**src/logic/pipe_pkg.sv**
```systemverilog
/*
 * Pipeline package
 * Widths, the micro-op encoding and the structs passed between stages
 */
`default_nettype none

package pipe_pkg;

    // Widths --------------------------------
    localparam int XLEN       = 32;            // Data width
    localparam int REG_AW     = 4;             // Register index width
    localparam int DMEM_AW    = 4;             // Data memory word index width
    localparam int IMM_W      = 16;            // Immediate width, sign extended
    localparam int NREGS      = 2 ** REG_AW;   // Register file depth
    localparam int DMEM_WORDS = 2 ** DMEM_AW;  // Local data memory depth

    typedef logic [XLEN-1:0]   word_t;
    typedef logic [REG_AW-1:0] reg_addr_t;
    typedef logic [IMM_W-1:0]  imm_t;

    // Pre-decoded operation
    typedef enum logic [2:0] {
        UOP_ADD,
        UOP_SUB,
        UOP_AND,
        UOP_XOR,
        UOP_ADDI,
        UOP_LOAD,
        UOP_STORE
    } uop_e;

    // Stage payloads ------------------------
    typedef struct packed {
        uop_e      uop;
        reg_addr_t rd;
        reg_addr_t rs1;
        reg_addr_t rs2;
        imm_t      imm;
    } issue_op_t;

    typedef struct packed {
        uop_e      uop;
        reg_addr_t rd;
        word_t     opr_a;  // Source A, then the result
        word_t     opr_b;  // Source B, store data
        imm_t      imm;
    } stage_op_t;

    typedef struct packed {
        logic      valid;  // Stage will write rd
        reg_addr_t rd;
        word_t     wdata;
        logic      load;   // Data not known yet
    } fwd_t;

    typedef struct packed {
        uop_e      uop;
        reg_addr_t rd;
        word_t     wdata;
    } retire_t;

endpackage

`default_nettype wire

```
**src/logic/pipe_decode.sv**
```systemverilog
/*
 * Decode / operand read stage
 * Holds the issued op and builds the execute payload from forwarded operands
 */
`timescale 1ns/10ps
`default_nettype none

module pipe_decode import pipe_pkg::*; (
    input  logic      g_clk,
    input  logic      rst_n,
    input  logic      in_valid,       // Issue request
    input  issue_op_t in_op,
    output logic      in_ready,       // Empty or advancing
    output reg_addr_t s1_rs1,         // Source indices to hazard unit
    output reg_addr_t s1_rs2,
    output logic      s1_need,        // s1 holds an op
    input  word_t     fwd_rs1_rdata,  // Forwarded operands
    input  word_t     fwd_rs2_rdata,
    input  logic      s1_bubble,      // Load-use stall
    output logic      s2_valid,
    output stage_op_t s2_op,
    input  logic      s2_busy
);

    logic      s1_valid_q;  // s1 occupied
    issue_op_t s1_op_q;     // Held op
    logic      s1_adv;      // Moving into s2 this cycle
    logic      s1_take;     // Accepting a new op

    assign s1_adv   = s2_valid && !s2_busy;
    assign in_ready = !s1_valid_q || s1_adv;
    assign s1_take  = in_valid && in_ready;

    always_ff @(posedge g_clk or negedge rst_n) begin
        if (!rst_n) begin
            s1_valid_q <= 1'b0;
        end else if (s1_take) begin
            s1_valid_q <= 1'b1;     // Refill, possibly in the same cycle it drains
        end else if (s1_adv) begin
            s1_valid_q <= 1'b0;
        end
    end

    always_ff @(posedge g_clk) begin
        if (s1_take) begin
            s1_op_q <= in_op;
        end
    end

    assign s1_rs1  = s1_op_q.rs1;
    assign s1_rs2  = s1_op_q.rs2;
    assign s1_need = s1_valid_q;

    // Bubble keeps the op here and shows s2 nothing
    assign s2_valid = s1_valid_q && !s1_bubble;

    always_comb begin
        s2_op.uop   = s1_op_q.uop;
        s2_op.rd    = s1_op_q.rd;
        s2_op.opr_a = fwd_rs1_rdata;  // rs1 value
        s2_op.opr_b = fwd_rs2_rdata;  // rs2 value, store data
        s2_op.imm   = s1_op_q.imm;
    end

endmodule

`default_nettype wire

```
**src/logic/pipe_execute.sv**
```systemverilog
/*
 * Execute stage
 * ALU and load/store address arithmetic on the s2 register
 */
`timescale 1ns/10ps
`default_nettype none

module pipe_execute import pipe_pkg::*; (
    input  logic      g_clk,
    input  logic      rst_n,
    input  logic      s2_valid,
    input  stage_op_t s2_op,
    output logic      s2_busy,
    output fwd_t      fwd_s2,    // Result offered to decode
    output logic      s3_valid,
    output stage_op_t s3_op,
    input  logic      s3_busy
);

    logic      s2_valid_q;
    stage_op_t s2_op_q;
    word_t     imm_ext;     // Sign extended immediate
    word_t     result;

    assign s2_busy = s2_valid_q && s3_busy;

    always_ff @(posedge g_clk or negedge rst_n) begin
        if (!rst_n) begin
            s2_valid_q <= 1'b0;
        end else if (!s2_busy) begin
            s2_valid_q <= s2_valid;  // Bubble loads as empty
        end
    end

    always_ff @(posedge g_clk) begin
        if (!s2_busy && s2_valid) begin
            s2_op_q <= s2_op;
        end
    end

    // ALU ----------------------------------
    assign imm_ext = {{(XLEN - IMM_W){s2_op_q.imm[IMM_W-1]}}, s2_op_q.imm};

    always_comb begin
        case (s2_op_q.uop)
            UOP_ADD: result = s2_op_q.opr_a + s2_op_q.opr_b;
            UOP_SUB: result = s2_op_q.opr_a - s2_op_q.opr_b;
            UOP_AND: result = s2_op_q.opr_a & s2_op_q.opr_b;
            UOP_XOR: result = s2_op_q.opr_a ^ s2_op_q.opr_b;
            default: result = s2_op_q.opr_a + imm_ext;  // ADDI, load/store address
        endcase
    end

    assign s3_valid = s2_valid_q;

    always_comb begin
        s3_op       = s2_op_q;
        s3_op.opr_a = result;        // opr_b keeps store data
    end

    assign fwd_s2.valid = s2_valid_q && (s2_op_q.uop != UOP_STORE);
    assign fwd_s2.rd    = s2_op_q.rd;
    assign fwd_s2.wdata = result;
    assign fwd_s2.load  = s2_op_q.uop == UOP_LOAD;  // Address only, data later

endmodule

`default_nettype wire

```
**src/logic/pipe_gprs.sv**
```systemverilog
/*
 * General purpose register file
 * Two combinational read ports, one write port, register zero fixed at zero
 */
`timescale 1ns/10ps
`default_nettype none

module pipe_gprs import pipe_pkg::*; (
    input  logic      g_clk,
    input  logic      rst_n,
    input  reg_addr_t rs1_addr,
    input  reg_addr_t rs2_addr,
    output word_t     rs1_data,
    output word_t     rs2_data,
    input  logic      gpr_wen,    // Write strobe from writeback
    input  reg_addr_t gpr_rd,
    input  word_t     gpr_wdata
);

    word_t regs [NREGS];

    always_ff @(posedge g_clk or negedge rst_n) begin
        if (!rst_n) begin
            for (int i = 0; i < NREGS; i++) begin
                regs[i] <= '0;
            end
        end else if (gpr_wen && (gpr_rd != '0)) begin
            regs[gpr_rd] <= gpr_wdata;      // x0 never written
        end
    end

    assign rs1_data = (rs1_addr == '0) ? '0 : regs[rs1_addr];
    assign rs2_data = (rs2_addr == '0) ? '0 : regs[rs2_addr];

endmodule

`default_nettype wire

```
**src/logic/pipe_hazard.sv**
```systemverilog
/*
 * Hazard and forwarding unit
 * Picks the youngest producer of each decode source, stalls on load-use
 */
`timescale 1ns/10ps
`default_nettype none

module pipe_hazard import pipe_pkg::*; (
    input  reg_addr_t s1_rs1,
    input  reg_addr_t s1_rs2,
    input  logic      s1_need,        // Decode holds an op
    input  word_t     rs1_rdata,      // Register file data
    input  word_t     rs2_rdata,
    input  fwd_t      fwd_s2,         // Execute
    input  fwd_t      fwd_s3,         // Memory
    input  fwd_t      fwd_s4,         // Writeback
    output word_t     fwd_rs1_rdata,
    output word_t     fwd_rs2_rdata,
    output logic      s1_bubble
);

    // Register zero never matches
    function automatic logic hit(reg_addr_t rs, fwd_t f);
        return (rs != '0) && f.valid && (f.rd == rs);
    endfunction

    // Youngest stage first, register file last
    function automatic word_t pick(reg_addr_t rs, word_t rf_data);
        word_t d;
        if (hit(rs, fwd_s2)) begin
            d = fwd_s2.wdata;
        end else if (hit(rs, fwd_s3)) begin
            d = fwd_s3.wdata;
        end else if (hit(rs, fwd_s4)) begin
            d = fwd_s4.wdata;
        end else begin
            d = rf_data;
        end
        return d;
    endfunction

    assign fwd_rs1_rdata = pick(s1_rs1, rs1_rdata);
    assign fwd_rs2_rdata = pick(s1_rs2, rs2_rdata);

    // Load in execute has no data yet
    assign s1_bubble = s1_need && fwd_s2.load &&
                       (hit(s1_rs1, fwd_s2) || hit(s1_rs2, fwd_s2));

endmodule

`default_nettype wire

```
**src/logic/pipe_memory.sv**
```systemverilog
/*
 * Memory stage
 * Local word-addressed data memory, combinational load and store on advance
 */
`timescale 1ns/10ps
`default_nettype none

module pipe_memory import pipe_pkg::*; (
    input  logic      g_clk,
    input  logic      rst_n,
    input  logic      s3_valid,
    input  stage_op_t s3_op,
    output logic      s3_busy,
    output fwd_t      fwd_s3,    // Result offered to decode
    output logic      s4_valid,
    output stage_op_t s4_op,
    input  logic      s4_busy
);

    logic               s3_valid_q;
    stage_op_t          s3_op_q;
    word_t              dmem [DMEM_WORDS];
    logic [DMEM_AW-1:0] dmem_idx;     // Word index from byte address
    logic               s3_adv;
    logic               is_load;
    logic               is_store;

    assign s3_busy  = s3_valid_q && s4_busy;
    assign s3_adv   = s3_valid_q && !s4_busy;
    assign is_load  = s3_op_q.uop == UOP_LOAD;
    assign is_store = s3_op_q.uop == UOP_STORE;
    assign dmem_idx = s3_op_q.opr_a[DMEM_AW+1:2];

    always_ff @(posedge g_clk or negedge rst_n) begin
        if (!rst_n) begin
            s3_valid_q <= 1'b0;
        end else if (!s3_busy) begin
            s3_valid_q <= s3_valid;
        end
    end

    always_ff @(posedge g_clk) begin
        if (!s3_busy && s3_valid) begin
            s3_op_q <= s3_op;
        end
    end

    // Data memory ---------------------------
    always_ff @(posedge g_clk or negedge rst_n) begin
        if (!rst_n) begin
            for (int i = 0; i < DMEM_WORDS; i++) begin
                dmem[i] <= '0;
            end
        end else if (s3_adv && is_store) begin
            dmem[dmem_idx] <= s3_op_q.opr_b;  // Written once, as it leaves s3
        end
    end

    assign s4_valid = s3_valid_q;

    always_comb begin
        s4_op = s3_op_q;
        if (is_load) begin
            s4_op.opr_a = dmem[dmem_idx];     // Async read
        end else if (is_store) begin
            s4_op.opr_a = s3_op_q.opr_b;      // Store data as result
        end
    end

    assign fwd_s3.valid = s3_valid_q && !is_store;
    assign fwd_s3.rd    = s3_op_q.rd;
    assign fwd_s3.wdata = s4_op.opr_a;  // Load data already known here
    assign fwd_s3.load  = 1'b0;

endmodule

`default_nettype wire

```
**src/logic/pipe_top.sv**
```systemverilog
/*
 * Pipeline top level
 * Four stage in-order integer pipeline: decode, execute, memory, writeback
 */
`timescale 1ns/10ps
`default_nettype none

module pipe_top import pipe_pkg::*; (
    input  logic      g_clk,      // Global clock
    input  logic      rst_n,      // Async reset, active low
    input  logic      in_valid,   // Issue request
    input  issue_op_t in_op,      // Issued operation
    output logic      in_ready,   // Decode can take an op
    output logic      trs_valid,  // Retire record valid
    output retire_t   trs_rec,    // Retire record
    input  logic      trs_ready   // Trace sink accepts
);

    // Stage chain ---------------------------
    logic      s2_valid;
    stage_op_t s2_op;
    logic      s2_busy;
    logic      s3_valid;
    stage_op_t s3_op;
    logic      s3_busy;
    logic      s4_valid;
    stage_op_t s4_op;
    logic      s4_busy;

    // Operand read and forwarding -----------
    reg_addr_t s1_rs1;         // Decode source 1 index
    reg_addr_t s1_rs2;         // Decode source 2 index
    logic      s1_need;        // Decode holds an op
    word_t     rs1_rdata;      // Raw register file data
    word_t     rs2_rdata;
    word_t     fwd_rs1_rdata;  // After forwarding
    word_t     fwd_rs2_rdata;
    logic      s1_bubble;      // Load-use stall
    fwd_t      fwd_s2;
    fwd_t      fwd_s3;
    fwd_t      fwd_s4;

    logic      gpr_wen;
    reg_addr_t gpr_rd;
    word_t     gpr_wdata;

    pipe_decode u_decode (
        .g_clk         (g_clk),
        .rst_n         (rst_n),
        .in_valid      (in_valid),
        .in_op         (in_op),
        .in_ready      (in_ready),
        .s1_rs1        (s1_rs1),
        .s1_rs2        (s1_rs2),
        .s1_need       (s1_need),
        .fwd_rs1_rdata (fwd_rs1_rdata),
        .fwd_rs2_rdata (fwd_rs2_rdata),
        .s1_bubble     (s1_bubble),
        .s2_valid      (s2_valid),
        .s2_op         (s2_op),
        .s2_busy       (s2_busy)
    );

    pipe_hazard u_hazard (
        .s1_rs1        (s1_rs1),
        .s1_rs2        (s1_rs2),
        .s1_need       (s1_need),
        .rs1_rdata     (rs1_rdata),
        .rs2_rdata     (rs2_rdata),
        .fwd_s2        (fwd_s2),
        .fwd_s3        (fwd_s3),
        .fwd_s4        (fwd_s4),
        .fwd_rs1_rdata (fwd_rs1_rdata),
        .fwd_rs2_rdata (fwd_rs2_rdata),
        .s1_bubble     (s1_bubble)
    );

    pipe_gprs u_gprs (
        .g_clk     (g_clk),
        .rst_n     (rst_n),
        .rs1_addr  (s1_rs1),
        .rs2_addr  (s1_rs2),
        .rs1_data  (rs1_rdata),
        .rs2_data  (rs2_rdata),
        .gpr_wen   (gpr_wen),
        .gpr_rd    (gpr_rd),
        .gpr_wdata (gpr_wdata)
    );

    pipe_execute u_execute (
        .g_clk    (g_clk),
        .rst_n    (rst_n),
        .s2_valid (s2_valid),
        .s2_op    (s2_op),
        .s2_busy  (s2_busy),
        .fwd_s2   (fwd_s2),
        .s3_valid (s3_valid),
        .s3_op    (s3_op),
        .s3_busy  (s3_busy)
    );

    pipe_memory u_memory (
        .g_clk    (g_clk),
        .rst_n    (rst_n),
        .s3_valid (s3_valid),
        .s3_op    (s3_op),
        .s3_busy  (s3_busy),
        .fwd_s3   (fwd_s3),
        .s4_valid (s4_valid),
        .s4_op    (s4_op),
        .s4_busy  (s4_busy)
    );

    pipe_writeback u_writeback (
        .g_clk     (g_clk),
        .rst_n     (rst_n),
        .s4_valid  (s4_valid),
        .s4_op     (s4_op),
        .s4_busy   (s4_busy),
        .fwd_s4    (fwd_s4),
        .gpr_wen   (gpr_wen),
        .gpr_rd    (gpr_rd),
        .gpr_wdata (gpr_wdata),
        .trs_valid (trs_valid),
        .trs_rec   (trs_rec),
        .trs_ready (trs_ready)
    );

endmodule

`default_nettype wire

```
**src/logic/pipe_writeback.sv**
```systemverilog
/*
 * Writeback stage
 * Offers each result as a trace record and writes rd when it is taken
 */
`timescale 1ns/10ps
`default_nettype none

module pipe_writeback import pipe_pkg::*; (
    input  logic      g_clk,
    input  logic      rst_n,
    input  logic      s4_valid,
    input  stage_op_t s4_op,
    output logic      s4_busy,
    output fwd_t      fwd_s4,     // Result offered to decode
    output logic      gpr_wen,
    output reg_addr_t gpr_rd,
    output word_t     gpr_wdata,
    output logic      trs_valid,
    output retire_t   trs_rec,
    input  logic      trs_ready
);

    logic      s4_valid_q;
    stage_op_t s4_op_q;
    logic      is_store;
    logic      trs_fire;     // Record taken this cycle

    assign is_store = s4_op_q.uop == UOP_STORE;
    assign trs_fire = trs_valid && trs_ready;
    assign s4_busy  = trs_valid && !trs_ready;  // Holds the whole chain

    always_ff @(posedge g_clk or negedge rst_n) begin
        if (!rst_n) begin
            s4_valid_q <= 1'b0;
        end else if (!s4_busy) begin
            s4_valid_q <= s4_valid;
        end
    end

    always_ff @(posedge g_clk) begin
        if (!s4_busy && s4_valid) begin
            s4_op_q <= s4_op;
        end
    end

    // Trace port ---------------------------
    assign trs_valid     = s4_valid_q;
    assign trs_rec.uop   = s4_op_q.uop;
    assign trs_rec.rd    = is_store ? '0 : s4_op_q.rd;  // Stores write nothing
    assign trs_rec.wdata = s4_op_q.opr_a;

    // Register write on the retire edge only
    assign gpr_wen   = trs_fire && !is_store && (s4_op_q.rd != '0);
    assign gpr_rd    = s4_op_q.rd;
    assign gpr_wdata = s4_op_q.opr_a;

    assign fwd_s4.valid = s4_valid_q && !is_store;
    assign fwd_s4.rd    = s4_op_q.rd;
    assign fwd_s4.wdata = s4_op_q.opr_a;
    assign fwd_s4.load  = 1'b0;

endmodule

`default_nettype wire

```
**config.mk**
```make
export PLATFORM = sky130hd
export DESIGN_NAME = pipe_top
export DESIGN_NICKNAME = d
export VERILOG_FILES = /design/src/logic/pipe_pkg.sv /design/src/logic/pipe_decode.sv /design/src/logic/pipe_execute.sv /design/src/logic/pipe_gprs.sv /design/src/logic/pipe_hazard.sv /design/src/logic/pipe_memory.sv /design/src/logic/pipe_top.sv /design/src/logic/pipe_writeback.sv
export SDC_FILE = /design/constraint.sdc
export NUM_CORES = 2
export LEC_CHECK = 0
export ABC_CLOCK_PERIOD_IN_PS = 9840
export BUFFER_PORTS_ARGS = -buffer_cell sky130_fd_sc_hd__buf_2
export CORE_UTILIZATION = 25
export CTS_CLUSTER_DIAMETER = 60
export CTS_CLUSTER_SIZE = 40
export DETAILED_ROUTE_END_ITERATION = 8
export SYNTH_ARGS = -nofsm -noshare
export SYNTH_HDL_FRONTEND = slang
export SYNTH_SLANG_ARGS = --single-unit
```
**constraint.sdc**
```tcl
create_clock -name g_clk -period 9.84 [get_ports g_clk]
set_clock_uncertainty 0.05 [all_clocks]
set_input_delay 0.492 -clock g_clk [delete_from_list [all_inputs] [get_ports g_clk]]
set_output_delay 0.492 -clock g_clk [all_outputs]
set_load 0.05 [all_outputs]
```
# Yosys cells after proc, flatten, opt, wreduce, memory -nomap -nowiden
# Cells that the tools add are included.
# totals
ff_bits,1256
in_bits,35
output_inout_bits,41
# op_classes
add_sub_neg,3
order_cmp,6
n_eq_ne,14
mux,29
n_bitwise,6
n_reduce_logical,49
# op_table
cell,count
$bwmux 512,2
$mux 32,18
$bmux 32 s4,3
$demux 32 s4,2
$pmux 32 s4,1
$add 32x32->32,2
$and 32x32->32,1
$logic_and 1x1->1,32
$sub 32x32->32,1
$xor 32x32->32,1
$eq 4x4->1,6
$ge 5x5->1 const B,4
$not 4->5,4
$eq 3x3->1 const B,4
$reduce_bool 4->1,3
$lt 5x1->1 const B,2
$logic_not 1->1,8
$logic_not 4->1,2
$eq 3x2->1 const B,2
$mux 4,1
$eq 3x1->1 const B,1
$logic_not 3->1,1
$ne 3x3->1 const B,1
$logic_or 1x1->1,2
other kinds (2),3

# Longest topological paths before layout
# depth
word_depth,12
depth_mapped,19

# Cells and area by module
# Synthesis repeated with hierarchy kept, for this count alone.
# unflattened
cells_unflattened,4898
hier_area_um2,65945.7
# modules_own_cells
mod,instances,cells_per_inst,area_each_um2
pipe_memory,1,1752,27049.7
pipe_gprs,1,1764,25587.0
pipe_execute,1,772,7358.3
pipe_hazard,1,388,2687.6
pipe_writeback,1,122,1796.7
pipe_decode,1,100,1466.4

# Worst setup path before layout
# No wires, ideal clock.
# synth_path
path_type,reg2reg
from,register u_decode.s1_op_q (netlist bit u_decode.s1_rs1[1])
to,register u_decode.s1_op_q (netlist bit u_decode.s1_rs1[0]) (enable)
setup_time_ns,0.391
arrival_ns,7.372
required_ns,9.399
slack_ns,2.027
stages_incl_launch_ff,11
path_buffers,2
synth_period_minus_slack_ns,7.813
path_cell_list,edfxtp_1 > buf_2 > or3_1 > nand2_1 > a211o_1 > clkbuf_1 > a211o_1 > nand2_1 > a21oi_1 > nand2b_1 > and2_1
# synth_via
elab_chain_len,10
elab_cells_between_ends,11
classes_between,1 x eq/ne; 10 x reduce/logical
# synth_rtl
element,line_no,source
from (decl),pipe_decode.sv:26,issue_op_t s1_op_q;
from (signal assigned),pipe_decode.sv:46,s1_op_q <= in_op;
$reduce_bool 4->1,pipe_hazard.sv:24,return (rs != '0) && f.valid && (f.rd == rs);
$logic_and 1x1->1,pipe_hazard.sv:24,
$logic_and 1x1->1 *,pipe_hazard.sv:24,
$logic_or 1x1->1 *,pipe_hazard.sv:47,"(hit(s1_rs1, fwd_s2) || hit(s1_rs2, fwd_s2));"
$logic_and 1x1->1 *,pipe_hazard.sv:46,assign s1_bubble = s1_need && fwd_s2.load &&
$logic_not 1->1 *,pipe_decode.sv:55,assign s2_valid = s1_valid_q && !s1_bubble;
$logic_and 1x1->1 *,pipe_decode.sv:55,
$logic_and 1x1->1 *,pipe_decode.sv:30,assign s1_adv = s2_valid && !s2_busy;
net u_decode.s1_adv,pipe_decode.sv:27,logic s1_adv;
$logic_or 1x1->1 *,pipe_decode.sv:31,assign in_ready = !s1_valid_q || s1_adv;
net in_ready,pipe_top.sv:13,"output logic in_ready,"
$logic_and 1x1->1 *,pipe_decode.sv:32,assign s1_take = in_valid && in_ready;
net u_decode.s1_take,pipe_decode.sv:28,logic s1_take;
# Mark *: on every way through the listed nets, which the timed path passes. The rest lies on a longest branch.
# A chain may end at the register's enable or synchronous reset.

==> summary.txt <==
Int Pwr - 13.90 mW
Logic pwr share - 35.6%
Yosys warns - 0
Syn avg cell area - 14.35 um^2
Area delta synth->final - 12.19%
Inst Count DP - 7538
Vias post-DR - 38640
Worst R2R Path Depth - 17
Worst hold stages - 1
Clock latency on the worst-skew pair - 0.76 ns
Synth Area in XOR/XNOR - 1.099%
Core Region - 253900 um^2
Die width - 507.0 um
Die ar. - 257100 um^2
Post-route cell area - 71530 um^2
Clk slew on worst S/H paths - 0.08 ns
Reg power frac - 43.4%
Synth area leaders - dfrtp_1 40%, mux2_2 18%, mux4_2 14%
Post-route insts no fill - 7772
Synth Register Bits - 1256
TNS Setup - 0 ns
Final RePlAce weighted congestion - 0.8721
Row cnt - 185
H-tree depth - 3
Die H - 507.0 um
Top-level I/O count - 76
Worst Path Arrival - 5.85 ns
Seq/Total Area, Yosys - 51.08%
Number of synthesized flops with an enable pin - 228
WL/cell - 22.90 um
Congestion Overflow GR - 0
Worst path slowest cell - a2111oi_0
Syn Inst Count - 4442
Largest family of logic cells by synthesized area - multiplexers
Hold endpoint - u_decode.s2_op[80]
Synthesized area - 63760 um^2
NetSw - 7.875 mW
Root Buffer - clkbuf_16
Max IR drop VDD - 0.0002307 V
RSZ-0062 raised after global routing - no
Antenna viol nets, final - 0
Reg2reg setup slack - 4.42 ns
DP Area - 67400 um^2
Post_cts resized - 0
Final Net Count - 4413
Cell taking the most area after synthesis - dfrtp_1
TritonCTS Sinks - 1256
DRT Pass-1 Iters - 6
Drt total wl - 178000 um
Crit end category - flop
Worst r2r dst - u_memory.s3_op_q[72]
CTS max path bufs - 3
Top_reg_cell synth - dfrtp_1
Finished Core Util - 28.17%
P_leak - 29.73 nW
Most frequent cells after synthesis - 1037 x mux2_2, 1028 x dfrtp_1, 410 x mux4_2
Via density - 4.972
Vias in the first global route - 39615
Cell with the most instances after synthesis - mux2_2
Req. time, crit path - 10.27 ns
Max incr delay on CP - 0.77 ns
Fillers - 25502
Share of layout cells above drive strength 1 - 42.37%
Slew headroom - 25.17%
Critical Path Source Type - flop
DRC violations left - 0
Worst hold start - in_op[24]
Mux cell area share after synthesis - 34.37%
Synth Area in Simple Gates - 3.438%
First-pass GRT wire length - 267500 um
Pre-CTS setup slack - 4.386 ns
Period utilization - 55.07%
F_max - 184.6 MHz
CTS tree - done
Hold Slack - 0.07479 ns
Synthesized Nets - 4544
Worst Path Max Fanout - 8
Launching point of the worst reg2reg path - u_execute.s3_op[2]
Setup CP Type - flop to flop
Synth async-reset ratio - 81.85%
Slew @ Worst Pin - 1.119 ns
CP Cell Sequence - or4_4 > nor2_4 > nand2_2 > or3_4 > or4_4 > ha_1 > nand2_1 > o21ai_0 > ha_1 > nand2_1 > o21ai_0 > nand2b_1 > a21oi_1 > a2111oi_0 > a211oi_1 > mux2i_1 > o21ai_0
Hold Fails Final Rpt - 0
CP top delay family - simple AND/OR/NAND/NOR gates
Most frequent CP cell - o21ai_0
Hold Path Class - input pin to flop
Post-route minimum period - 5.418 ns
Initial Util - 25.11%
Buf/Inv on CP - 0
HPWL after detailed placement - 110100 um
Largest net degree at the start of global routing - 178
Total Power - 21.78 mW
Synth top area share - 40.35%
Max_cap viols - 0
Initial drt markers - 2918
Compound-Gate Fraction of Synth Area - 5.157%
Num CTS Buffers - 105
Setup bufs post-CTS - 0
Adder-cell share of the synthesized area - 1.327%
Slew Limit Fails - 0
Cell Pwr Density - 304.4 nW/um^2
Distinct cells, synth - 73
Final Setup Violations - 0
Clock share of power - 21.1%
Run status - completed
PnR worst setup slack - 4.422 ns
Sw frac - 36.16%
Port-buffer cells - 75
GRT Util Overall - 13.69%
Initial antenna violation count - 3
## worst max path at each step
stage	start	end	slack (ns)	cells past startpoint
6_report	u_execute.s3_op[2]	u_memory.s3_op_q[72]	4.42	17
4_1_cts	u_execute.s3_op[2]	u_memory.s3_op_q[72]	4.37	17
3_5_place_dp	u_execute.s3_op[2]	u_memory.s3_op_q[72]	4.39	17
5_1_grt	u_execute.s3_op[2]	u_execute.s2_op_q[76]	4.12	17
2_1_floorplan	u_decode.s1_rs1[1]	u_decode.s1_rs1[0]	2.03	10
3_3_place_gp	u_execute.s3_op[2]	u_memory.s3_op_q[72]	4.34	17
## what timing repair did
item,CTS,global route
hold buffers,32,0
endpoints found under the setup margin,0,0
hold endpoints to repair,118,0
## cells by family (layout without fill, tap and decap cells)
group,count (synthesis),after routing
mux,1547,1547
flops,1256,1256
compound gates,525,525
buf+inv,503,465
simple gates,464,464
xor+xnor,80,80
fa+ha+maj,67,67
other cells,0,2
## power groups by stage
stage / clock, mW / combinational [mW] / sequential (mW)
2_1_floorplan: 0 / 6.12 / 8.66
3_3_place_gp: 0 / 7.61 / 9.33
3_5_place_dp: 0 / 7.74 / 9.50
4_1_cts: 4.69 / 7.78 / 9.40
5_1_grt: 4.87 / 8.35 / 9.76
6_report: 4.59 / 7.74 / 9.45
## per-layer routing
metal / wire, um / global-route usage (%) / vias to the layer above
li1: - / - / 16558
met1: 77550 / 18.31 / 20790
met2: 85970 / 22.65 / 1020
met3: 7706 / 1.696 / 272
met4: 6775 / 5.025 / 0
met5: 0 / 0 / -
## registers in the layout, summed over array words and instances, names as in the netlist
signal / count
u_execute.s3_valid: 1
u_decode.s2_op: 23
u_writeback.gpr_rd: 4
u_memory.s4_valid: 1
u_memory.s3_op_q: 28
u_gprs.regs: 512
u_memory.dmem: 512
u_writeback.trs_valid: 1
u_memory.s4_op: 35
u_decode.s1_rs1: 4
u_writeback.gpr_wdata: 32
u_memory.dmem_idx: 4
u_memory.fwd_s3: 4
u_decode.s1_need: 1
u_execute.fwd_s2: 4
u_decode.s1_rs2: 4
u_execute.s3_op: 51
u_execute.s2_op_q: 32
u_writeback.trs_rec: 3
## layout make-up
| cell class | count | area, um^2 | share of cell area (%) |
|---|---|---|---|
| Clock inverter | 91 | 1146 | 1.602 |
| Inverter | 70 | 262.8 | 0.3673 |
| Tap cell | 3366 | 4212 | 5.887 |
| Multi-Input combinational cell | 2683 | 29200 | 40.81 |
| Timing Repair Buffer | 195 | 1479 | 2.067 |
| Sequential cell | 1256 | 32570 | 45.53 |
| Clock buffer | 109 | 2663 | 3.722 |
| Antenna cell | 2 | 5.005 | 0.006996 |
## layout by cell type, fill, tap and decap left out, types with 20 or more instances in the layout
cell type / count
a21oi_1: 149
a221oi_1: 60
buf_2: 74
buf_4: 79
clkbuf_16: 105
clkinv_8: 22
dfrtp_1: 1028
dlygate4sd3_1: 32
edfxtp_1: 228
ha_1: 66
inv_1: 69
inv_8: 25
mux2_2: 1037
mux2i_1: 99
mux4_2: 410
nand2_1: 208
nor2_1: 65
nor3_1: 20
o211ai_1: 24
o21ai_0: 134
o22ai_1: 34
xnor2_1: 52
xor2_1: 28
(Power assumes the default switching activity.)
